File: config.mk
export PLATFORM = sky130hd
export DESIGN_NAME = bank_xbar
export DESIGN_NICKNAME = d
export VERILOG_FILES = /design/src/mem_cfg_pkg.sv /design/src/mem_req_pkg.sv /design/src/bank_xbar.sv
export SDC_FILE = /design/constraint.sdc
export NUM_CORES = 1
export LEC_CHECK = 0
export BUFFER_PORTS_ARGS = -buffer_cell sky130_fd_sc_hd__buf_2
export CORE_AREA = 3 3 220 222
export DETAILED_ROUTE_END_ITERATION = 8
export DIE_AREA = 0 0 223 225
export MAX_ROUTING_LAYER = met4
export PLACE_DENSITY = 0.42
export SLEW_MARGIN = 20
export SYNTH_ARGS = -nofsm -noshare
export SYNTH_HDL_FRONTEND = slang
export SYNTH_SLANG_ARGS = --single-unit
File: constraint.sdc
create_clock -name clk_i -period 9.91 [get_ports clk_i]
set_input_delay 1.982 -clock clk_i [delete_from_list [all_inputs] [get_ports clk_i]]
set_output_delay 1.982 -clock clk_i [all_outputs]
set_load 0.005 [all_outputs]
File: src/mem_cfg_pkg.sv
// ##########################################################
// Size, bank count, latency and buffer depth constants
// of the banked scratchpad
// ##########################################################
package mem_cfg_pkg;

  // One bank word and its byte enables
  localparam int unsigned LANE_W      = 32;
  localparam int unsigned LANE_BYTES  = LANE_W / 8;

  // Lanes per wide access and the lane index width
  localparam int unsigned NUM_LANES   = 2;
  localparam int unsigned LANE_SEL_W  = 1;
  localparam int unsigned WIDE_W      = LANE_W * NUM_LANES;
  localparam int unsigned WIDE_BYTES  = WIDE_W / 8;

  // Bank set, a power of two and at least twice the lane count
  localparam int unsigned NUM_BANKS   = 4;
  localparam int unsigned BANK_SEL_W  = 2;
  // Byte offset bits inside one lane word
  localparam int unsigned LANE_OFFSET = 2;
  localparam int unsigned BANK_ADDR_W = 8;
  localparam int unsigned BYTE_ADDR_W = 16;

  // SRAM read latency in cycles
  localparam int unsigned MEM_LATENCY = 1;

  // Outstanding reads, counter and FIFO pointer widths
  localparam int unsigned RESP_DEPTH  = 4;
  localparam int unsigned RESP_CNT_W  = 3;
  localparam int unsigned RESP_PTR_W  = 2;

  // Crossbar inputs, read lanes first and write lanes after
  localparam int unsigned NUM_REQ     = 2 * NUM_LANES;
  localparam int unsigned REQ_IDX_W   = 2;

endpackage
File: src/mem_req_pkg.sv
// ##########################################################
// Address, data, strobe and select types
// Access kind enum for the crossbar ports
// ##########################################################
package mem_req_pkg;

  import mem_cfg_pkg::*;

  // Access kind, also the port index on the crossbar inputs
  typedef enum logic {
    ACC_READ  = 1'b0,
    ACC_WRITE = 1'b1
  } access_e;

  // Port byte address, bits 2:0 ignored
  typedef logic [BYTE_ADDR_W-1:0] byte_addr_t;

  // Word address inside one bank
  typedef logic [BANK_ADDR_W-1:0] word_addr_t;

  // Bank index
  typedef logic [BANK_SEL_W-1:0]  bank_sel_t;

  // One lane word and its byte enables
  typedef logic [LANE_W-1:0]      lane_data_t;
  typedef logic [LANE_BYTES-1:0]  lane_strb_t;

  // Wide port data and byte enables
  typedef logic [WIDE_W-1:0]      wide_data_t;
  typedef logic [WIDE_BYTES-1:0]  wide_strb_t;

endpackage

File: src/bank_xbar.sv
// ##########################################################
// Per-bank round-robin crossbar and read data return
// ##########################################################
`timescale 1ns/100ps

module bank_xbar
  import mem_cfg_pkg::*;
  import mem_req_pkg::*;
(
  input  logic                       clk_i,
  input  logic                       rst_i,
  // Lane requests, read lanes low and write lanes high
  input  logic       [NUM_REQ-1:0]   in_valid_i,
  input  bank_sel_t  [NUM_REQ-1:0]   in_sel_i,
  input  word_addr_t [NUM_REQ-1:0]   in_addr_i,
  input  logic       [NUM_REQ-1:0]   in_we_i,
  input  lane_data_t [NUM_REQ-1:0]   in_data_i,
  input  lane_strb_t [NUM_REQ-1:0]   in_strb_i,
  output logic       [NUM_REQ-1:0]   in_ready_o,
  // Bank side
  output logic       [NUM_BANKS-1:0] bank_req_o,
  output logic       [NUM_BANKS-1:0] bank_we_o,
  output word_addr_t [NUM_BANKS-1:0] bank_addr_o,
  output lane_data_t [NUM_BANKS-1:0] bank_wdata_o,
  output lane_strb_t [NUM_BANKS-1:0] bank_be_o,
  input  lane_data_t [NUM_BANKS-1:0] bank_rdata_i,
  // Read data back to the read lanes
  output logic       [NUM_LANES-1:0] rlane_valid_o,
  output lane_data_t [NUM_LANES-1:0] rlane_data_o
);

  // One-hot grant per bank over all inputs
  logic [NUM_BANKS-1:0][NUM_REQ-1:0] bank_gnt;

  for (genvar b = 0; b < NUM_BANKS; b++) begin : gen_bank
    logic [NUM_REQ-1:0]   match;
    logic [REQ_IDX_W-1:0] rr_ptr_q;
    logic [REQ_IDX_W-1:0] win;
    logic                 found;

    // Inputs that want this bank
    for (genvar i = 0; i < NUM_REQ; i++) begin : gen_match
      assign match[i] = in_valid_i[i] && (in_sel_i[i] == bank_sel_t'(b));
    end

    // First match at or after the pointer wins
    always_comb begin
      logic [REQ_IDX_W-1:0] idx;
      found = 1'b0;
      win   = rr_ptr_q;
      for (int k = 0; k < NUM_REQ; k++) begin
        // Input count is a power of two, so the index wraps by itself
        idx = rr_ptr_q + REQ_IDX_W'(k);
        if (!found && match[idx]) begin
          found = 1'b1;
          win   = idx;
        end
      end
    end

    // Pointer moves past the winner
    always_ff @(posedge clk_i) begin
      if (rst_i) begin
        rr_ptr_q <= '0;
      end else if (found) begin
        rr_ptr_q <= win + 1'b1;
      end
    end

    assign bank_gnt[b] = found ? (NUM_REQ'(1) << win) : '0;

    // Bank always accepts, so the winner goes straight through
    assign bank_req_o[b]   = found;
    assign bank_we_o[b]    = in_we_i[win];
    assign bank_addr_o[b]  = in_addr_i[win];
    assign bank_wdata_o[b] = in_data_i[win];
    assign bank_be_o[b]    = in_strb_i[win];
  end

  // Ready of an input is its grant from the bank it selects
  for (genvar i = 0; i < NUM_REQ; i++) begin : gen_ready
    assign in_ready_o[i] = bank_gnt[in_sel_i[i]][i];
  end

  // Read lanes occupy the low crossbar inputs
  for (genvar j = 0; j < NUM_LANES; j++) begin : gen_rlane
    bank_sel_t              sel_q [MEM_LATENCY];
    logic [MEM_LATENCY-1:0] vld_q;

    // Valid bit of the bank select pipe
    always_ff @(posedge clk_i) begin
      if (rst_i) begin
        vld_q <= '0;
      end else begin
        vld_q[0] <= in_valid_i[j] & in_ready_o[j];
        for (int s = 1; s < MEM_LATENCY; s++) begin
          vld_q[s] <= vld_q[s-1];
        end
      end
    end

    // Bank index travels with the read until its data returns
    always_ff @(posedge clk_i) begin
      sel_q[0] <= in_sel_i[j];
      for (int s = 1; s < MEM_LATENCY; s++) begin
        sel_q[s] <= sel_q[s-1];
      end
    end

    assign rlane_valid_o[j] = vld_q[MEM_LATENCY-1];
    assign rlane_data_o[j]  = bank_rdata_i[sel_q[MEM_LATENCY-1]];
  end

endmodule

==> results of run 1 <==
==> where the power goes <==
group	switching, mW	internal (mW)
combinational	0.562	0.490
clock	0.0259	0.0614
sequential	0.00749	0.0620
total	0.595	0.614
==> layout by cell type (no fill, tap or decap), types with 4 or more instances in the layout <==
cell type  count
o211ai_1       4
inv_2          4
mux4_2        64
nand2_1       13
nand3b_1       9
nor2_1        13
mux2i_1      543
buf_4         12
a211oi_1       4
dfxtp_1       12
o21a_1         6
ha_1          16
o21ai_0        4
nand3_1       14
buf_2        575
diode_2        9
inv_1          8
nand4_1        4
a21oi_1        5
==> sequential cells by signal, indices dropped and copies added, names as in the netlist <==
register,cells
gen_bank.rr_ptr_q,8
gen_rlane.sel_q,4
gen_rlane.vld_q,2
==> stage by stage <==
stage / std cells / hold WS, ns / setup WS, ns
final: 1968 / 0.536 / 3.32
after CTS: 1959 / 0.540 / 3.29
after floorplan: 843 / 0.493 / 4.04
after global placement: 1955 / 0.525 / 3.27
after detailed placement: 1955 / 0.531 / 3.30
after global routing: 1966 / 0.581 / 3.15
==> worst min-delay path, cell delays in order, from the launching register on <==
cell,delay [ns]
dfxtp_1,0.33
nor2_1,0.11
a211oi_1,0.05
==> layer usage <==
metal  global-route usage [%]  vias to the layer above  part of all wire (%)
li1                         -                     4355                     -
met1                     17.6                     4547                    35
met2                     34.4                      438                    53
met3                     4.74                       65                   8.1
met4                     5.82                        0                   4.0
met5                        -                        -                     0
==> worst max-delay path by stage <==
stage                            from          endpoint  cells past startpoint
after floorplan           in_sel_i[1]     in_ready_o[2]                     12
after global placement    in_sel_i[4]      bank_be_o[2]                      8
after detailed placement  in_sel_i[4]      bank_be_o[2]                      8
after CTS                 in_sel_i[4]      bank_be_o[2]                      8
after global routing      in_sel_i[4]     in_ready_o[3]                     10
final                     in_sel_i[7]  bank_wdata_o[16]                      8
==> cells by family after synthesis <==
family	Yosys count
DFF	14
and+or+nand+nor	64
muxes	607
buffers and inverters	97
adders and majority gates	16
AOI/OAI and AO/OA	45
==> cell type report <==
class / instances / area, um^2 / share of cell area [%]
sequential: 14 / 283 / 2.34
clock buffer: 4 / 88.8 / 0.735
timing repair buffer: 590 / 3030 / 25.1
multi-input combinational: 732 / 7860 / 65.0
tap: 607 / 759 / 6.29
inverter: 12 / 45.0 / 0.373
antenna: 9 / 22.5 / 0.186
==> results.md, run 1 <==
| Result | Reported | Unit |
|---|---|---|
| DPL Wire Length | 38,700 | um |
| Hold_buf cts | 0 | - |
| Synth Area per Inst | 10.3 | um^2 |
| Min Clock Period, post-route | 6.59 | ns |
| Critical path data arrival time | 4.61 | ns |
| Critical-path maximum fanout | 45 | - |
| Netlist area before placement | 8640 | um^2 |
| Number of I/O pins | 576 | - |
| Main combinational cell family by area after synthesis | multiplexers | - |
| Setup crit end kind | primary output | - |
| Clock slew seen by the registers of the worst setup and hold paths | 0.05 | ns |
| Share of the synthesized area in compound gates (AO/OA/AOI/OAI) | 3.95 | % |
| Portion of synthesized cell area occupied by the leading cell type | 62.9 | % |
| Maximum number of pins on one net before global-route repair | 94 | - |
| Most used standard cell by instance count after synthesis | mux2i_1 | - |
| Slew @ Worst Pin | 1.03 | ns |
| Total global routing track utilization | 18.0 | % |
| Y dimension of the die | 225 | um |
| Cell types occupying the most area after synthesis | mux2i_1, mux4_2, dfxtp_1 | - |
| Worst Hold End | gen_bank[3].rr_ptr_q[0]$_SDFFE_PP0P_ | - |
| Area fraction in and, or, nand and nor cells after synthesis | 3.98 | % |
| DR pass1 iterations | 4 | - |
| Post-route design area | 12,100 | um^2 |
| Delay of the slowest cell on the worst path | 0.82 | ns |
| Slew HR | 31.2 | % |
| Number of cells on the worst reg-to-reg path | 6 | - |
| Number of sinks handled by clock tree synthesis | 14 | - |
| Site row count | 79 | - |
| Reg-to-Reg Start | gen_bank[2].rr_ptr_q[1]$_SDFFE_PP0P_ | - |
| Synth Area in Adders | 2.32 | % |
| Final worst-path cycle share | 66.5 | % |
| PwrDens | 100 | nW/um^2 |
| Synth cell count leaders | mux2i_1, mux4_2, buf_2 | - |
| Final setup violation count | 0 | - |
| Syn Nets | 1,181 | - |
| Antenna violations before repair | 19 | - |
| Result of the run | complete, no violations | - |
| Setup TNS | 0 | ns |
| CTS Root Cell | clkbuf_16 | - |
| Critical R2R Capture | gen_bank[2].rr_ptr_q[1]$_SDFFE_PP0P_ | - |
| Register-to-Register Setup Slack | 7.62 | ns |
| Setup Skew | 0.00157 | ns |
| Total design power | 1.21 | mW |
| H-tree depth | 1 | - |
| Mux cell area share after synthesis | 79.6 | % |
| Maximum vdd ir drop | 0.0639 | mV |
| Crit path max-delay cell type | buf_4 | - |
| Classification of the worst-slack hold path | reg -> reg | - |
| TritonCTS clock tree | built | - |
| Max-cap check violation count | 0 | - |
| Unrepaired setup endpoints after global routing | no | - |
| Number of buffers added on ports | 575 | - |
| Placed instance area | 12,000 | um^2 |
| Synth warn | 0 | - |
| Net count of the finished layout | 1,691 | - |
| Number of pins with negative max-slew slack in the final report | 0 | - |
| Biggest area consumer among synthesized cells | mux2i_1 | - |
| Insertion delay to the later sink of the worst-skew pair | 0.25 | ns |
| Crit path max-delay family | buffers and inverters | - |
| Overall via count from detail_route | 9,405 | - |
| Count of routing violations after the opening detailed-route iteration | 264 | - |
| Unique cell type count in the Yosys netlist | 39 | - |
| Number of global-route vias before repair | 10,200 | - |
| Share of the core filled with cells | 26.0 | % |
| Most prevalent standard cell on the critical path | buf_2 | - |
| Most used DFF post-synth | dfxtp_1 | - |
| Start-to-end type of the worst setup path | in -> out | - |
| Area enclosed by the die boundary | 50,200 | um^2 |
| Routability congestion estimate | 0.883 | - |
| X dimension of the die | 223 | um |
| Setup bufs post-CTS | 0 | - |
| Aggregate global routing overflow | 0 | - |
| Part of the Yosys area used for sequential elements | 3.24 | % |
| Count of flip-flops with a built-in enable after synthesis | 0 | - |
| Final Hold Violating Endpoints | 0 | - |
| Total detailed-routing wirelength | 47,200 | um |
| DRC violations left | 0 | - |
| Number of cells produced by synthesis | 843 | - |
| Number of cells upsized or downsized after cts | 0 | - |
| Post-synth ARST share | 0 | % |
| Number of filler cells placed in the layout | 5,057 | - |
| Post-route antenna net violation count | 0 | - |
| Hold Crit Start | gen_bank[3].rr_ptr_q[0]$_SDFFE_PP0P_ | - |
| Crit path buf inv count | 3 | - |
| Hold path depth | 2 | - |
| Peak Freq | 152 | MHz |
| Vias per Instance | 4.78 | - |
| Wire length of the first global-routing pass | 66,800 | um |
| Leakage Power | 5.48 | nW |
| Max Buffers Root-to-Sink | 2 | - |
| Parity-gate share of the synthesized area counting xor and xnor cells | 0 | % |
| Placeable core region | 46,600 | um^2 |
| Routed WL per cell | 24.0 | um |
| Layout-stage area growth over the synthesis result | 39.8 | % |
| Synthesized flop and latch total | 14 | - |
| Number of buffers added by the clock tree synthesis step | 3 | - |
| Cell breakdown of the critical path | buf_2 > or3b_1 > nand2b_1 > o21ai_1 > a221oi_4 > buf_4 > mux2i_1 > buf_2 | - |
| Critical path launch point type | input pin | - |
| Required time of the critical path | 7.93 | ns |
| Fraction of final layout cells with drive strength greater than 1 | 49.8 | % |
| Initial cell density of the core | 18.6 | % |
Power figures use the tool's default switching activity.
==> run 2: changes to the inputs <==
PLACE_DENSITY = 0.43   (was 0.42)
clock period = 5.5 ns   (was 9.91 ns; I/O delays follow)
==> results.md, run 2 (synthesis results as in run 1) <==
| Result | Reported | Unit | vs previous |
|---|---|---|---|
| Fraction of final layout cells with drive strength greater than 1 | 49.9 | % | +0.11 points |
| Final setup violation count | 0 | - | unchanged |
| Min Clock Period, post-route | 4.65 | ns |  |
| CTS Root Cell | clkbuf_16 | - |  |
| Number of global-route vias before repair | 10,100 | - | -0.78% |
| Classification of the worst-slack hold path | reg -> reg | - |  |
| Site row count | 79 | - | unchanged |
| Max reg flops | 8 | - | unchanged |
| Vias per Instance | 4.82 | - | +0.95% |
| Placed instance area | 12,100 | um^2 | +0.82% |
| Net count of the finished layout | 1,694 | - | +0.18% |
| Top library cells by usage in the layout, fill and taps aside | buf_2, mux2i_1, mux4_2 | - |  |
| Start-to-end type of the worst setup path | in -> out | - |  |
| Layout-stage area growth over the synthesis result | 41.0 | % |  |
| H-tree depth | 1 | - | unchanged |
| Slew HR | 48.7 | % | +17 points |
| Unrepaired setup endpoints after global routing | no | - |  |
| Final worst-path cycle share | 84.5 | % |  |
| Setup Skew | 0.00440 | ns | +0.00283 ns |
| Clock slew seen by the registers of the worst setup and hold paths | 0.05 | ns | about the same |
| Overall via count from detail_route | 9,528 | - | +1.3% |
| Routed met3 length | 3340 | um | -13% |
| Critical-path maximum fanout | 45 | - | unchanged |
| TritonCTS clock tree | built | - |  |
| Setup crit end kind | primary output | - |  |
| DPL Wire Length | 40,200 | um | +3.8% |
| Insertion delay to the later sink of the worst-skew pair | 0.25 | ns | about the same |
| Final Hold Violating Endpoints | 0 | - | unchanged |
| Required time of the critical path | 4.40 | ns | -3.53 ns |
| DR pass1 iterations | 4 | - | unchanged |
| Slew @ Worst Pin | 0.769 | ns | -0.262 ns |
| Length of routed wiring on met1 | 17,200 | um | +5.1% |
| Area enclosed by the die boundary | 50,200 | um^2 | unchanged |
| Max-cap check violation count | 0 | - | unchanged |
| DRC violations left | 0 | - | unchanged |
| Detailed-routed wire length on met2 | 25,900 | um | +3.4% |
| Total global routing track utilization | 18.5 | % | +0.47 points |
| Post-route design area | 12,200 | um^2 | +0.89% |
| Routability congestion estimate | 0.948 | - | +7.3% |
| Number of pins with negative max-slew slack in the final report | 0 | - | unchanged |
| Top reg by flops | gen_bank.rr_ptr_q | - |  |
| Wire length of the first global-routing pass | 68,500 | um | +2.5% |
| Number of buffers added on ports | 575 | - | unchanged |
| Largest registers in the final layout | gen_bank.rr_ptr_q: 8 flops, gen_rlane.sel_q: 4 flops, gen_rlane.vld_q: 2 flops | - |  |
| Commonest non-fill, non-tap cell in the layout | buf_2 | - |  |
| Critical path data arrival time | 3.55 | ns | -1.06 ns |
| Number of I/O pins | 576 | - | unchanged |
| Hold WS | 0.538 | ns | +0.00122 ns |
| Max Buffers Root-to-Sink | 2 | - | unchanged |
| Aggregate global routing overflow | 0 | - | unchanged |
| Highest metal used | met4 | - |  |
| Routed WL per cell | 24.6 | um | +2.6% |
| Maximum number of pins on one net before global-route repair | 91 | - | -3.2% |
| Setup TNS | 0 | ns | unchanged |
| Number of sinks handled by clock tree synthesis | 14 | - | unchanged |
| Number of buffers added by the clock tree synthesis step | 3 | - | unchanged |
| Antenna violations before repair | 23 | - | +4 |
| Setup bufs post-CTS | 0 | - | unchanged |
| Total detailed-routing wirelength | 48,600 | um | +3.0% |
| Number of cells upsized or downsized after cts | 0 | - | unchanged |
| Leakage Power | 5.52 | nW | +0.69% |
| Placeable core region | 46,600 | um^2 | unchanged |
| Maximum vdd ir drop | 0.0852 | mV | +33% |
| Post-route antenna net violation count | 0 | - | unchanged |
| Count of routing violations after the opening detailed-route iteration | 396 | - | +50% |
| X dimension of the die | 223 | um | unchanged |
| Hold_buf cts | 0 | - | unchanged |
| Initial cell density of the core | 18.6 | % | unchanged |
| PwrDens | 181 | nW/um^2 | +81% |
| Peak Freq | 215 | MHz |  |
| Critical path launch point type | input pin | - |  |
| Y dimension of the die | 225 | um | unchanged |
| Result of the run | complete, no violations | - |  |
==> run 2: critical path, stage by stage <==
cell,delay [ns]
buf_2,0.13
or3b_1,0.49
nand2b_1,0.13
o21ai_1,0.11
a221oi_4,0.46
buf_12,0.34
mux2i_1,0.54
buf_2,0.22
==> run 2: routing by layer <==
| layer | vias up | global-route usage [%] |
|---|---|---|
| met1 | 4646 | 18.2 |
| met5 | - | - |
| met2 | 447 | 35.6 |
| met4 | 0 | 6.42 |
| met3 | 60 | 4.06 |
| li1 | 4375 | - |
==> run 2: layout make-up <==
cell class                 count  area (um^2)
fill                        5072        34400
multi-input combinational    732         7860
timing repair buffer         593         3130
tap                          607          759
sequential                    14          283
clock buffer                   4         88.8
inverter                      12         45.0
antenna                       13         32.5
==> run 2: metrics by stage <==
| step | util, % | std cells | power, mW | worst slack (ns) |
|---|---|---|---|---|
| final | 26.2 | 1975 | 2.21 | 0.853 |
| after global routing | 26.2 | 1972 | 2.35 | 0.684 |
| after CTS | 26.1 | 1962 | 2.23 | 0.786 |
| after detailed placement | 25.9 | 1958 | 2.06 | 0.790 |
| after global placement | 25.9 | 1958 | 2.06 | 0.748 |
| after floorplan | - | 843 | 1.24 | 1.40 |
==> run 2: final timing paths <==
kind | from | to | slack [ns] | cells after the start
setup reg to reg | gen_bank[2].rr_ptr_q[1]$_SDFFE_PP0P_ | gen_rlane[0].vld_q$_SDFF_PP0_ | 3.22 | 7
setup / recovery | in_sel_i[7] | bank_be_o[1] | 0.85 | 8
hold reg to reg | gen_bank[3].rr_ptr_q[0]$_SDFFE_PP0P_ | gen_bank[3].rr_ptr_q[0]$_SDFFE_PP0P_ | 0.54 | 2
hold / removal | gen_bank[3].rr_ptr_q[0]$_SDFFE_PP0P_ | gen_bank[3].rr_ptr_q[0]$_SDFFE_PP0P_ | 0.54 | 2
==> run 2: report_power, final <==
part           total [mW]  switching [mW]  internal [mW]
combinational        1.92            1.02          0.894
sequential          0.131          0.0195          0.112
clock               0.156          0.0458          0.110
