$ cat config.mk
export PLATFORM = sky130hd
export DESIGN_NAME = rd_resp_buffer
export DESIGN_NICKNAME = d
export VERILOG_FILES = /design/src/mem_cfg_pkg.sv /design/src/mem_req_pkg.sv /design/src/rd_resp_buffer.sv
export SDC_FILE = /design/constraint.sdc
export NUM_CORES = 1
export LEC_CHECK = 0
export BUFFER_PORTS_ARGS = -buffer_cell sky130_fd_sc_hd__buf_4
export CORE_MARGIN = 3
export CORE_UTILIZATION = 40
export CTS_BUF_LIST = sky130_fd_sc_hd__clkbuf_2 sky130_fd_sc_hd__clkbuf_4 sky130_fd_sc_hd__clkbuf_8
export DETAILED_ROUTE_END_ITERATION = 6
export PLACE_DENSITY = 0.64
export SLEW_MARGIN = 20
export SYNTH_ARGS = -nofsm -noshare
export SYNTH_HDL_FRONTEND = slang
export SYNTH_SLANG_ARGS = --single-unit
export TNS_END_PERCENT = 5
$ cat constraint.sdc
create_clock -name clk_i -period 12.45 [get_ports clk_i]
set_clock_uncertainty 0.15 [all_clocks]
set_input_delay 0 -clock clk_i [delete_from_list [all_inputs] [get_ports clk_i]]
set_output_delay 0 -clock clk_i [all_outputs]
set_load 0.02 [all_outputs]
$ cat src/mem_cfg_pkg.sv
// ##########################################################
// Size, bank count, latency and buffer depth constants
// of the banked scratchpad
// ##########################################################
package mem_cfg_pkg;

  // One bank word and its byte enables
  localparam int unsigned LANE_W      = 32;
  localparam int unsigned LANE_BYTES  = LANE_W / 8;

  // Lanes per wide access and the lane index width
  localparam int unsigned NUM_LANES   = 2;
  localparam int unsigned LANE_SEL_W  = 1;
  localparam int unsigned WIDE_W      = LANE_W * NUM_LANES;
  localparam int unsigned WIDE_BYTES  = WIDE_W / 8;

  // Bank set, a power of two and at least twice the lane count
  localparam int unsigned NUM_BANKS   = 4;
  localparam int unsigned BANK_SEL_W  = 2;
  // Byte offset bits inside one lane word
  localparam int unsigned LANE_OFFSET = 2;
  localparam int unsigned BANK_ADDR_W = 8;
  localparam int unsigned BYTE_ADDR_W = 16;

  // SRAM read latency in cycles
  localparam int unsigned MEM_LATENCY = 1;

  // Outstanding reads, counter and FIFO pointer widths
  localparam int unsigned RESP_DEPTH  = 4;
  localparam int unsigned RESP_CNT_W  = 3;
  localparam int unsigned RESP_PTR_W  = 2;

  // Crossbar inputs, read lanes first and write lanes after
  localparam int unsigned NUM_REQ     = 2 * NUM_LANES;
  localparam int unsigned REQ_IDX_W   = 2;

endpackage
$ cat src/mem_req_pkg.sv
// ##########################################################
// Address, data, strobe and select types
// Access kind enum for the crossbar ports
// ##########################################################
package mem_req_pkg;

  import mem_cfg_pkg::*;

  // Access kind, also the port index on the crossbar inputs
  typedef enum logic {
    ACC_READ  = 1'b0,
    ACC_WRITE = 1'b1
  } access_e;

  // Port byte address, bits 2:0 ignored
  typedef logic [BYTE_ADDR_W-1:0] byte_addr_t;

  // Word address inside one bank
  typedef logic [BANK_ADDR_W-1:0] word_addr_t;

  // Bank index
  typedef logic [BANK_SEL_W-1:0]  bank_sel_t;

  // One lane word and its byte enables
  typedef logic [LANE_W-1:0]      lane_data_t;
  typedef logic [LANE_BYTES-1:0]  lane_strb_t;

  // Wide port data and byte enables
  typedef logic [WIDE_W-1:0]      wide_data_t;
  typedef logic [WIDE_BYTES-1:0]  wide_strb_t;

endpackage

$ cat src/rd_resp_buffer.sv
// ##########################################################
// Read credits, per-lane response FIFOs, wide data output
// ##########################################################
`timescale 1ns/100ps

module rd_resp_buffer
  import mem_cfg_pkg::*;
  import mem_req_pkg::*;
(
  input  logic                       clk_i,
  input  logic                       rst_i,
  // Read request from the port
  input  logic                       rd_valid_i,
  output logic                       rd_ready_o,
  // Gated request to the read splitter
  output logic                       req_valid_o,
  input  logic                       req_ready_i,
  // Returning lane words
  input  logic       [NUM_LANES-1:0] rlane_valid_i,
  input  lane_data_t [NUM_LANES-1:0] rlane_data_i,
  // Wide read response
  output logic                       rd_rvalid_o,
  input  logic                       rd_rready_i,
  output wide_data_t                 rd_rdata_o
);

  logic [RESP_CNT_W-1:0]      out_cnt_q;
  logic                       credit_free;
  logic                       rd_accept;
  logic                       rsp_taken;
  logic                       pop;
  logic [NUM_LANES-1:0]       lane_avail;
  lane_data_t [NUM_LANES-1:0] head_data;

  // Requests pass only while a credit is left
  assign credit_free = out_cnt_q < RESP_CNT_W'(RESP_DEPTH);
  assign req_valid_o = rd_valid_i & credit_free;
  assign rd_ready_o  = req_ready_i;
  assign rd_accept   = rd_valid_i & rd_ready_o;
  assign rsp_taken   = rd_rvalid_o & rd_rready_i;

  // Outstanding reads, from acceptance until the response is taken
  always_ff @(posedge clk_i) begin
    if (rst_i) begin
      out_cnt_q <= '0;
    end else if (rd_accept && !rsp_taken) begin
      out_cnt_q <= out_cnt_q + 1'b1;
    end else if (!rd_accept && rsp_taken) begin
      out_cnt_q <= out_cnt_q - 1'b1;
    end
  end

  // Both lanes present and the output slot free or leaving
  assign pop = (&lane_avail) & (~rd_rvalid_o | rd_rready_i);

  for (genvar j = 0; j < NUM_LANES; j++) begin : gen_fifo
    lane_data_t            fifo_q [RESP_DEPTH];
    logic [RESP_PTR_W-1:0] wr_ptr_q;
    logic [RESP_PTR_W-1:0] rd_ptr_q;
    logic [RESP_CNT_W-1:0] fill_q;

    assign lane_avail[j] = (fill_q != '0);
    assign head_data[j]  = fifo_q[rd_ptr_q];

    always_ff @(posedge clk_i) begin
      if (rst_i) begin
        wr_ptr_q <= '0;
        rd_ptr_q <= '0;
        fill_q   <= '0;
      end else begin
        if (rlane_valid_i[j]) begin
          wr_ptr_q <= wr_ptr_q + 1'b1;
        end
        if (pop) begin
          rd_ptr_q <= rd_ptr_q + 1'b1;
        end
        // Credits keep the fill at or below RESP_DEPTH
        if (rlane_valid_i[j] && !pop) begin
          fill_q <= fill_q + 1'b1;
        end else if (!rlane_valid_i[j] && pop) begin
          fill_q <= fill_q - 1'b1;
        end
      end
    end

    // Word enters in its return cycle
    always_ff @(posedge clk_i) begin
      if (rlane_valid_i[j]) begin
        fifo_q[wr_ptr_q] <= rlane_data_i[j];
      end
    end
  end

  // Output register, held while stalled
  always_ff @(posedge clk_i) begin
    if (rst_i) begin
      rd_rvalid_o <= 1'b0;
    end else if (pop) begin
      rd_rvalid_o <= 1'b1;
    end else if (rsp_taken) begin
      rd_rvalid_o <= 1'b0;
    end
  end

  // Lane 0 lands in the low half
  always_ff @(posedge clk_i) begin
    if (pop) begin
      rd_rdata_o <= head_data;
    end
  end

endmodule

==> metrics.txt, run 1 <==
# TYPE chip_impl_metric gauge
chip_impl_metric{name="floorplan.initialDensity",unit="%"} 41.14
chip_impl_metric{name="cts_setup_buffers",unit=""} 0
chip_impl_info{name="critical_path.startpoint_type",value="flip-flop"} 1
chip_impl_info{name="crit_path_top_delay_cell",value="sky130_fd_sc_hd__nor3_2"} 1
chip_impl_metric{name="number_of_filler_cells_placed_in_the_layout",unit=""} 2345
chip_impl_metric{name="finalWorstSetupSlack",unit="ns"} 9.329
chip_impl_metric{name="total_die_area",unit="sq mm"} 0.03303
chip_impl_info{name="hold_crit_path_type",value="in2reg"} 1
chip_impl_metric{name="met1_usage",unit="%"} 16.39
chip_impl_info{name="regToRegStartpoint",value="gen_fifo[1].fill_q[0]"} 1
chip_impl_metric{name="area_delta_synth_final",unit="%"} 25.53
chip_impl_info{name="cp_cell_sequence",value="nor3_2 -> nor3_2 -> buf_4 -> inv_1 -> ha_1 -> inv_1 -> fa_1 -> xor2_1 -> or3_1 -> a21oi_1"} 1
chip_impl_metric{name="cp_data_arrival_time",unit="ns"} 3.44
chip_impl_metric{name="fin_tns_setup",unit="ns"} 0
chip_impl_metric{name="finalNetCount",unit=""} 842
chip_impl_metric{name="synth_sequential_area_ratio",unit="%"} 80.70
chip_impl_metric{name="postSynthRegisterBits",unit=""} 338
chip_impl_metric{name="synth_adder_area_share",unit="%"} 1.600
chip_impl_metric{name="worst_r2r_path_depth",unit=""} 10
chip_impl_metric{name="powerDensity",unit="mW/mm^2"} 201.8
chip_impl_metric{name="boundary_pin_count",unit=""} 138
chip_impl_metric{name="synthXorXnorAreaFrac",unit="%"} 0.5671
chip_impl_metric{name="path_clk_slew",unit="ns"} 0.06
chip_impl_info{name="run_status",value="completed"} 1
chip_impl_metric{name="core.rowCount",unit=""} 63
chip_impl_metric{name="final_layout_size_suffix_gt1_share",unit="%"} 32.95
chip_impl_metric{name="drc_errors",unit=""} 0
chip_impl_metric{name="numClockSinks",unit=""} 338
chip_impl_metric{name="count_of_mapped_cells_out_of_synthesis",unit=""} 507
chip_impl_metric{name="clk_latency",unit="ns"} 0.55
chip_impl_metric{name="track_usage",unit="%"} 13.58
chip_impl_metric{name="timing_worst_slew_pin_value",unit="ns"} 0.9933
chip_impl_metric{name="fin_crit",unit="ns"} 3.121
chip_impl_info{name="path_class",value="reg2reg"} 1
chip_impl_metric{name="fp.dieW",unit="um"} 181.7
chip_impl_metric{name="portBuffers",unit=""} 137
chip_impl_metric{name="synth_fp_nets",unit=""} 592
chip_impl_metric{name="via_count_of_the_first_global_routing_pass",unit=""} 6439
chip_impl_metric{name="count_of_tritonroute_iterations_in_the_first_routing_pass",unit=""} 4
chip_impl_metric{name="proportion_of_synthesized_area_in_mux_cells",unit="%"} 13.32
chip_impl_info{name="worst_r2r_endpoint",value="gen_fifo[0].fill_q[2]"} 1
chip_impl_metric{name="gr-usage-met2",unit="%"} 23.76
chip_impl_metric{name="timing.final.crit_share",unit="%"} 25.07
chip_impl_metric{name="dp_slack",unit="ns"} 9.323
chip_impl_metric{name="cts-resized-gates",unit=""} 0
chip_impl_metric{name="syn_area",unit="sq mm"} 0.01235
chip_impl_metric{name="coreArea",unit="sq mm"} 0.03003
chip_impl_metric{name="drt_first_iter_violations",unit=""} 376
chip_impl_metric{name="place_congestion",unit=""} 0.7310
chip_impl_metric{name="total_grt_overflow",unit=""} 0
chip_impl_metric{name="antenna_violations_before_repair",unit=""} 0
chip_impl_info{name="crit_start",value="gen_fifo[1].fill_q[0]"} 1
chip_impl_metric{name="maxCapViolCount",unit=""} 0
chip_impl_info{name="ys_dominant_reg_cell",value="sky130_fd_sc_hd__edfxtp_1"} 1
chip_impl_metric{name="clk_path_buf_depth",unit=""} 3
chip_impl_info{name="synth_common_cells",value="sky130_fd_sc_hd__edfxtp_1 (320), sky130_fd_sc_hd__mux4_1 (35), sky130_fd_sc_hd__mux4_2 (29)"} 1
chip_impl_info{name="cts_tree",value="yes"} 1
chip_impl_info{name="synth_most_common_cell",value="sky130_fd_sc_hd__edfxtp_1"} 1
chip_impl_metric{name="synth_cell_type_count",unit=""} 31
chip_impl_info{name="worstHoldStart",value="rlane_data_i[60]"} 1
chip_impl_info{name="worst_setup_path_end_kind",value="flip-flop"} 1
chip_impl_metric{name="wirelength",unit="um"} 22310
chip_impl_metric{name="worst_path_largest_cell_delay",unit="ns"} 0.44
chip_impl_metric{name="achievable-frequency",unit="MHz"} 320.4
chip_impl_metric{name="ant_nets_after_route",unit=""} 0
chip_impl_metric{name="synth_top_area_share",unit="%"} 77.78
chip_impl_metric{name="synthSimpleGateAreaFrac",unit="%"} 1.701
chip_impl_metric{name="wl_per_cell",unit="um"} 18.91
chip_impl_metric{name="num_vias",unit=""} 5791
chip_impl_metric{name="place_hpwl",unit="um"} 12940
chip_impl_metric{name="grt_max_degree",unit=""} 66
chip_impl_metric{name="cts_hold_buffers",unit=""} 74
chip_impl_metric{name="rrSetupSlack",unit="ns"} 9.33
chip_impl_metric{name="postSynth.asyncResetShare",unit="%"} 0
chip_impl_info{name="cts.root.buffer_cell",value="sky130_fd_sc_hd__clkbuf_8"} 1
chip_impl_metric{name="totalPowerFinal",unit="uW"} 3129
chip_impl_metric{name="first_pass_grt_wire_length",unit="um"} 35250
chip_impl_metric{name="timing.final.max_slew_violations",unit=""} 0
chip_impl_metric{name="post_synth.cell_area_avg",unit="sq um"} 24.37
chip_impl_metric{name="multiInputGateArea",unit="sq mm"} 0.002203
chip_impl_metric{name="hold_depth",unit=""} 2
chip_impl_metric{name="ys.warnings.count",unit=""} 0
chip_impl_metric{name="setup_viol_count_final",unit=""} 0
chip_impl_metric{name="htree_num_levels",unit=""} 2
chip_impl_metric{name="worstPathMaxFanout",unit=""} 65
chip_impl_info{name="grt_setup_unrepaired",value="false"} 1
chip_impl_info{name="synth_top_family_by_area",value="multiplexers"} 1
chip_impl_metric{name="register_area",unit="sq mm"} 0.009972
chip_impl_metric{name="timing.critical_path.required",unit="ns"} 12.76
chip_impl_metric{name="die_y",unit="um"} 181.7
chip_impl_metric{name="leakagePower",unit="uW"} 0.005382
chip_impl_metric{name="gr-usage-met3",unit="%"} 3.025
chip_impl_metric{name="drt-vias-per-instance",unit=""} 4.908
chip_impl_info{name="yosys-top-cells-area",value="sky130_fd_sc_hd__edfxtp_1 (78%), sky130_fd_sc_hd__mux4_1 (7.4%), sky130_fd_sc_hd__mux4_2 (5.3%), sky130_fd_sc_hd__dfxtp_1 (2.9%), sky130_fd_sc_hd__ha_1 (1.1%)"} 1
chip_impl_metric{name="inserted_clock_buffers",unit=""} 52
chip_impl_info{name="busiest_layer_in_global_routing",value="met2"} 1
chip_impl_info{name="timing.hold.worst_endpoint",value="gen_fifo[1].fifo_q[2][28]"} 1
chip_impl_metric{name="peakVddDrop",unit="V"} 0.0001427
chip_impl_metric{name="relSlewSlack",unit="%"} 33.78
chip_impl_metric{name="synth_compound_area_share",unit="%"} 0.5266
chip_impl_info{name="yosysTopAreaCell",value="sky130_fd_sc_hd__edfxtp_1"} 1
chip_impl_metric{name="synth-edff-count",unit=""} 320
chip_impl_metric{name="number_of_hold_violations_in_the_final_report",unit=""} 0
flip-flops by register name, indices dropped and copies added, names as in the netlist:
signal and count:
gen_fifo.fill_q 6, gen_fifo.rd_ptr_q 4, rd_rdata_o 64, out_cnt_q 3, rd_rvalid_o 1, gen_fifo.fifo_q 256, gen_fifo.wr_ptr_q 4
layer usage:
metal | wire length, um | vias up | share of wire (%)
met3 | 1104 | 47 | 4.9
met1 | 8798 | 2973 | 39
met4 | 575 | 0 | 2.6
met2 | 11830 | 154 | 53
li1 | - | 2617 | -
met5 | 0 | - | 0
kinds of logic (layout without fill, tap and decap cells):
logic type                 count (synthesis)  count (layout)
AOI/OAI and AO/OA                         11              11
xor gates and xnor gates                   8               8
adders and majority gates                 14              14
buffers and inverters                     28             310
DFF                                      338             338
muxes                                     71              71
other                                      0               1
and+or+nand+nor                           37              37
layout by cell type, fill, tap and decap left out:
cell,instances
sky130_fd_sc_hd__xor2_1,6
sky130_fd_sc_hd__mux2i_1,5
sky130_fd_sc_hd__mux2_1,2
sky130_fd_sc_hd__inv_1,8
sky130_fd_sc_hd__dfxtp_2,2
sky130_fd_sc_hd__a21oi_1,5
sky130_fd_sc_hd__o21ba_2,1
sky130_fd_sc_hd__mux4_2,29
sky130_fd_sc_hd__or4_1,2
sky130_fd_sc_hd__nor2b_1,4
sky130_fd_sc_hd__clkbuf_8,53
sky130_fd_sc_hd__buf_4,141
sky130_fd_sc_hd__o31ai_1,2
sky130_fd_sc_hd__clkbuf_4,15
sky130_fd_sc_hd__or3_1,3
sky130_fd_sc_hd__dlygate4sd3_1,74
sky130_fd_sc_hd__nand2_1,1
sky130_fd_sc_hd__nor4b_1,2
sky130_fd_sc_hd__diode_2,1
sky130_fd_sc_hd__and2_1,1
sky130_fd_sc_hd__buf_12,1
sky130_fd_sc_hd__dfxtp_1,16
sky130_fd_sc_hd__ha_1,11
sky130_fd_sc_hd__clkinv_1,11
sky130_fd_sc_hd__edfxtp_1,320
sky130_fd_sc_hd__clkinv_2,4
sky130_fd_sc_hd__mux4_1,35
sky130_fd_sc_hd__bufinv_16,3
sky130_fd_sc_hd__xnor2_1,2
sky130_fd_sc_hd__nor2_1,13
sky130_fd_sc_hd__and2_2,8
sky130_fd_sc_hd__nor3_2,3
sky130_fd_sc_hd__fa_1,3
sky130_fd_sc_hd__o21ai_0,3
per-stage QoR:
stage | cell area (sq um) | utilization [%] | hold slack [ns] | instances
2_1_floorplan | 12350 | - | -0.05113 | 507
3_3_place_gp | 13750 | 45.79 | 0.04749 | 1018
3_5_place_dp | 13770 | 45.86 | 0.05202 | 1019
4_1_cts | 15510 | 51.63 | 0.001247 | 1179
5_1_grt | 15510 | 51.63 | 0.008179 | 1179
6_report | 15510 | 51.64 | 0.04946 | 1180
how the worst max path moves through the flow:
stage / to / slack [ns] / cells after the start
after global placement: gen_fifo[0].fill_q[2] / 9.57 / 10
after global routing: gen_fifo[0].fill_q[2] / 9.14 / 10
final: gen_fifo[0].fill_q[2] / 9.33 / 10
after CTS: gen_fifo[0].fill_q[2] / 9.29 / 10
after detailed placement: gen_fifo[0].fill_q[2] / 9.32 / 10
after floorplan: gen_fifo[0].fill_q[2] / 5.68 / 10
power by group:
part	leakage [uW]	switching (uW)	internal, uW
clock network	0.000525	384	498
logic	0.00176	390	332
registers	0.00310	68.4	1460
critical path, delay by kind of cell (launching register included):
family                     cells  cell delay (ns)
buffers and inverters          3             0.71
and+or+nand+nor                3             0.87
DFF                            1             0.36
AOI/OAI and AO/OA              1             0.15
xor gates and xnor gates       1             0.19
adders and majority gates      2             0.60
final cells by class:
class,count,area share [%]
flip-flops and latches,338,64.30
multi-input cells,141,14.21
repair buffers,216,11.73
clock buffers,68,5.430
well taps,390,3.146
clock inverters,18,0.9762
inverters,8,0.1936
diodes,1,0.01614
Note: power is estimated with default switching activity, not from simulation.
==> run 2: changes to the inputs <==
--- a/config.mk
+++ b/config.mk
@@ -5,12 +5,13 @@
 export SDC_FILE = /design/constraint.sdc
 export NUM_CORES = 1
 export LEC_CHECK = 0
+export ABC_AREA = 1
 export BUFFER_PORTS_ARGS = -buffer_cell sky130_fd_sc_hd__buf_4
 export CORE_MARGIN = 3
 export CORE_UTILIZATION = 40
 export CTS_BUF_LIST = sky130_fd_sc_hd__clkbuf_2 sky130_fd_sc_hd__clkbuf_4 sky130_fd_sc_hd__clkbuf_8
 export DETAILED_ROUTE_END_ITERATION = 6
-export PLACE_DENSITY = 0.64
+export PLACE_DENSITY = 0.66
 export SLEW_MARGIN = 20
 export SYNTH_ARGS = -nofsm -noshare
 export SYNTH_HDL_FRONTEND = slang
==> constraint.sdc (replaced) <==
create_clock -name clk_i -period 2.5 [get_ports clk_i]
set_clock_uncertainty 0.15 [all_clocks]
set_input_delay 0 -clock clk_i [delete_from_list [all_inputs] [get_ports clk_i]]
set_output_delay 0 -clock clk_i [all_outputs]
set_load 0.02 [all_outputs]
==> run 2 against run 1 <==
Effect of this change:
- flip-flop and latch count unchanged
- non-clock buffer count is 16 higher
- critical path depth unchanged
- sequential power increased to 5.0 times the previous value
- count of clock-buffer cells in the layout rose by 5
- maximum frequency rose by 51%
- die area up 0.44%
- highest routed layer is now met5
- via count increased by 28%
- worst setup slack worse by 8.9 ns
- final cell count grew 27%
==> metrics.txt, run 2 <==
# TYPE chip_impl_metric gauge
chip_impl_info{name="run_status",value="completed"} 1
chip_impl_metric{name="register_area",unit="sq mm"} 0.009972
chip_impl_metric{name="worst_path_largest_cell_delay",unit="ns"} 0.38
chip_impl_metric{name="count_of_mapped_cells_out_of_synthesis",unit=""} 826
chip_impl_info{name="crit_path_top_delay_cell",value="sky130_fd_sc_hd__fa_1"} 1
chip_impl_metric{name="drt_first_iter_violations",unit=""} 537
chip_impl_metric{name="place_hpwl",unit="um"} 13610
chip_impl_metric{name="path_clk_slew",unit="ns"} 0.06
chip_impl_metric{name="clk_latency",unit="ns"} 0.56
chip_impl_metric{name="relSlewSlack",unit="%"} 54.20
chip_impl_metric{name="drt-vias-per-instance",unit=""} 4.951
chip_impl_metric{name="area_delta_synth_final",unit="%"} 25.78
chip_impl_metric{name="timing.final.max_slew_violations",unit=""} 0
chip_impl_info{name="cts.root.buffer_cell",value="sky130_fd_sc_hd__clkbuf_8"} 1
chip_impl_metric{name="coreArea",unit="sq mm"} 0.03011
chip_impl_metric{name="final_layout_size_suffix_gt1_share",unit="%"} 21.84
chip_impl_info{name="regMostFlops",value="gen_fifo.fifo_q"} 1
chip_impl_info{name="ys_dominant_reg_cell",value="sky130_fd_sc_hd__edfxtp_1"} 1
chip_impl_metric{name="multiInputGateArea",unit="sq mm"} 0.002057
chip_impl_metric{name="num_vias",unit=""} 7426
chip_impl_metric{name="htree_num_levels",unit=""} 2
chip_impl_metric{name="cp_data_arrival_time",unit="ns"} 2.35
chip_impl_metric{name="track_usage",unit="%"} 14.72
chip_impl_metric{name="postSynthRegisterBits",unit=""} 338
chip_impl_metric{name="core.rowCount",unit=""} 63
chip_impl_metric{name="fin_tns_setup",unit="ns"} 0
chip_impl_metric{name="post-place-cells",unit=""} 1330
chip_impl_metric{name="count_of_tritonroute_iterations_in_the_first_routing_pass",unit=""} 4
chip_impl_info{name="most-common-layout-cells",value="sky130_fd_sc_hd__edfxtp_1 (320), sky130_fd_sc_hd__buf_4 (154), sky130_fd_sc_hd__nor2_1 (143)"} 1
chip_impl_info{name="cp_cell_sequence",value="nor2_1 -> nand2_1 -> nand3_2 -> ha_1 -> inv_1 -> fa_1 -> nand2_1 -> nand3_1 -> o21ai_0 -> a21oi_1"} 1
chip_impl_metric{name="layoutNonFillerInstCount",unit=""} 1500
chip_impl_metric{name="dp_slack",unit="ns"} 0.4427
chip_impl_metric{name="postSynth.asyncResetShare",unit="%"} 0
chip_impl_metric{name="cts-resized-gates",unit=""} 0
chip_impl_metric{name="totalPowerFinal",unit="uW"} 16330
chip_impl_metric{name="timing.critical_path.required",unit="ns"} 2.78
chip_impl_metric{name="peakVddDrop",unit="V"} 0.0003677
chip_impl_metric{name="largest_register_ffs",unit=""} 256
chip_impl_metric{name="place_congestion",unit=""} 0.7288
chip_impl_metric{name="finalNetCount",unit=""} 1155
chip_impl_info{name="synth_common_cells",value="sky130_fd_sc_hd__edfxtp_1 (320), sky130_fd_sc_hd__nor2_1 (143), sky130_fd_sc_hd__o21ai_0 (133)"} 1
chip_impl_metric{name="synth_sequential_area_ratio",unit="%"} 80.33
chip_impl_metric{name="fp.dieW",unit="um"} 182.1
chip_impl_metric{name="synth_fp_nets",unit=""} 911
chip_impl_metric{name="leakagePower",unit="uW"} 0.005612
chip_impl_info{name="mostFrequentLayoutCell",value="sky130_fd_sc_hd__edfxtp_1"} 1
chip_impl_metric{name="synth-edff-count",unit=""} 320
chip_impl_metric{name="first_pass_grt_wire_length",unit="um"} 39010
chip_impl_info{name="grt_setup_unrepaired",value="false"} 1
chip_impl_info{name="synth_most_common_cell",value="sky130_fd_sc_hd__edfxtp_1"} 1
chip_impl_info{name="worst_path_most_repeated_cell",value="sky130_fd_sc_hd__nand2_1"} 1
chip_impl_metric{name="powerDensity",unit="mW/mm^2"} 1046
chip_impl_metric{name="wirelength",unit="um"} 25100
chip_impl_metric{name="boundary_pin_count",unit=""} 138
chip_impl_info{name="cts_tree",value="yes"} 1
chip_impl_metric{name="synth_top_area_share",unit="%"} 77.43
chip_impl_metric{name="setup_viol_count_final",unit=""} 0
chip_impl_metric{name="worstPathMaxFanout",unit=""} 10
chip_impl_metric{name="syn_area",unit="sq mm"} 0.01241
chip_impl_metric{name="via_count_of_the_first_global_routing_pass",unit=""} 7464
chip_impl_metric{name="wl_per_cell",unit="um"} 16.73
chip_impl_metric{name="ys.warnings.count",unit=""} 0
chip_impl_metric{name="numClockSinks",unit=""} 338
chip_impl_metric{name="finalWorstSetupSlack",unit="ns"} 0.4369
chip_impl_metric{name="fin_crit",unit="ns"} 2.063
chip_impl_metric{name="number_of_hold_violations_in_the_final_report",unit=""} 0
chip_impl_metric{name="die_y",unit="um"} 182.1
chip_impl_info{name="yosysTopAreaCell",value="sky130_fd_sc_hd__edfxtp_1"} 1
chip_impl_info{name="path_class",value="reg2reg"} 1
chip_impl_metric{name="portBuffers",unit=""} 137
chip_impl_metric{name="grt_max_degree",unit=""} 66
chip_impl_metric{name="ant_nets_after_route",unit=""} 0
chip_impl_metric{name="maxCapViolCount",unit=""} 0
chip_impl_metric{name="achievable-frequency",unit="MHz"} 484.7
chip_impl_metric{name="drc_errors",unit=""} 0
chip_impl_metric{name="post_synth.cell_area_avg",unit="sq um"} 15.03
chip_impl_metric{name="timing.final.crit_share",unit="%"} 82.52
chip_impl_metric{name="total_die_area",unit="sq mm"} 0.03318
chip_impl_metric{name="cts_setup_buffers",unit=""} 0
chip_impl_info{name="yosys-top-cells-area",value="sky130_fd_sc_hd__edfxtp_1 (77%), sky130_fd_sc_hd__o21ai_0 (5.4%), sky130_fd_sc_hd__nor2_1 (4.3%), sky130_fd_sc_hd__o22ai_1 (3.2%), sky130_fd_sc_hd__dfxtp_1 (2.9%)"} 1
chip_impl_info{name="critical_path.startpoint_type",value="flip-flop"} 1
chip_impl_metric{name="inserted_clock_buffers",unit=""} 52
chip_impl_metric{name="number_of_filler_cells_placed_in_the_layout",unit=""} 2509
chip_impl_info{name="hold_crit_path_type",value="in2reg"} 1
chip_impl_metric{name="clk_path_buf_depth",unit=""} 3
chip_impl_metric{name="antenna_violations_before_repair",unit=""} 3
chip_impl_info{name="worst_setup_path_end_kind",value="flip-flop"} 1
chip_impl_info{name="reg_top3",value="gen_fifo.fifo_q x256, rd_rdata_o x64, gen_fifo.fill_q x6"} 1
chip_impl_metric{name="timing_worst_slew_pin_value",unit="ns"} 0.6869
chip_impl_metric{name="total_grt_overflow",unit=""} 0
chip_impl_metric{name="synth_cell_type_count",unit=""} 22
chip_impl_metric{name="floorplan.initialDensity",unit="%"} 41.22
[run 2: changes by cell type after synthesis, moves of 5 or more]
cell / delta
sky130_fd_sc_hd__nand2_1: +30
sky130_fd_sc_hd__a21oi_1: +6
sky130_fd_sc_hd__mux4_1: -35
sky130_fd_sc_hd__buf_2: +7
sky130_fd_sc_hd__clkbuf_1: +14
sky130_fd_sc_hd__o21ai_0: +130
sky130_fd_sc_hd__and2_1: -9
sky130_fd_sc_hd__o22ai_1: +64
sky130_fd_sc_hd__nor2_1: +130
sky130_fd_sc_hd__mux4_2: -29
sky130_fd_sc_hd__inv_1: +26
sky130_fd_sc_hd__mux2i_1: -5
sky130_fd_sc_hd__o21ai_1: +6
[run 2: layer usage]
metal / track usage (%) / wire length (um) / up-vias
li1: - / - / 3552
met1: 19.29 / 11000 / 3622
met2: 24.36 / 12150 / 196
met3: 3.109 / 1273 / 54
met4: 5.424 / 666 / 2
met5: 0 / 13 / -
[run 2: cell type report]
type | instances | share of cell area [%]
sequential | 338 | 63.88
antenna | 2 | 0.03206
inverter | 36 | 0.8897
multi-input combinational | 410 | 13.18
tap | 390 | 3.126
clock buffer | 73 | 5.635
clock inverter | 19 | 0.7214
timing repair buffer | 232 | 12.54
[run 2: worst paths after layout]
| kind | start | to | slack [ns] | cells after the start |
|---|---|---|---|---|
| setup / recovery | gen_fifo[1].fill_q[0] | gen_fifo[1].fill_q[2] | 0.44 | 10 |
| hold / removal | rlane_data_i[9] | gen_fifo[0].fifo_q[3][9] | 0.03 | 2 |
| setup reg to reg | gen_fifo[1].fill_q[0] | gen_fifo[1].fill_q[2] | 0.44 | 10 |
| hold reg to reg | gen_fifo[0].fill_q[2] | gen_fifo[0].fill_q[2] | 0.32 | 2 |
[run 2: what timing repair did]
action	in CTS	in global routing
endpoints found under the hold margin	292	0
endpoints found under the setup margin	0	0
hold buffers	76	0
[run 2: cells by family (layout without fill, tap and decap cells)]
logic type               count (synthesis)  in the layout  share of synthesized area [%]
flip-flops                             338            338                          80.33
AO/OA/AOI/OAI                          214            214                          9.275
AND/OR/NAND/NOR                        180            180                          5.565
buffers and inverters                   78            360                          3.095
adder cells (fa/ha/maj)                 14             14                          1.593
XOR/XNOR                                 2              2                         0.1412
other                                    0              2                              0
[run 2: stage by stage]
step	utilization [%]	hold slack, ns	area [sq um]
after floorplan	-	-0.08093	12410
after global placement	46.00	0.05166	13850
after detailed placement	46.00	0.05213	13850
after CTS	51.82	0.00002542	15610
after global routing	51.84	0.009005	15610
final	51.84	0.03178	15610
[run 2: power by group]
part           internal [uW]  switching, uW
combinational           1530           2780
sequential              7380            302
clock                   2360           1970
[run 2: worst max-delay path: cells and delay by family, from the launching register on]
| kind | cells | cell delay, ns |
|---|---|---|
| fa+ha+maj | 2 | 0.60 |
| simple gates | 5 | 0.60 |
| compound gates | 2 | 0.20 |
| flops | 1 | 0.35 |
| buf+inv | 1 | 0.07 |
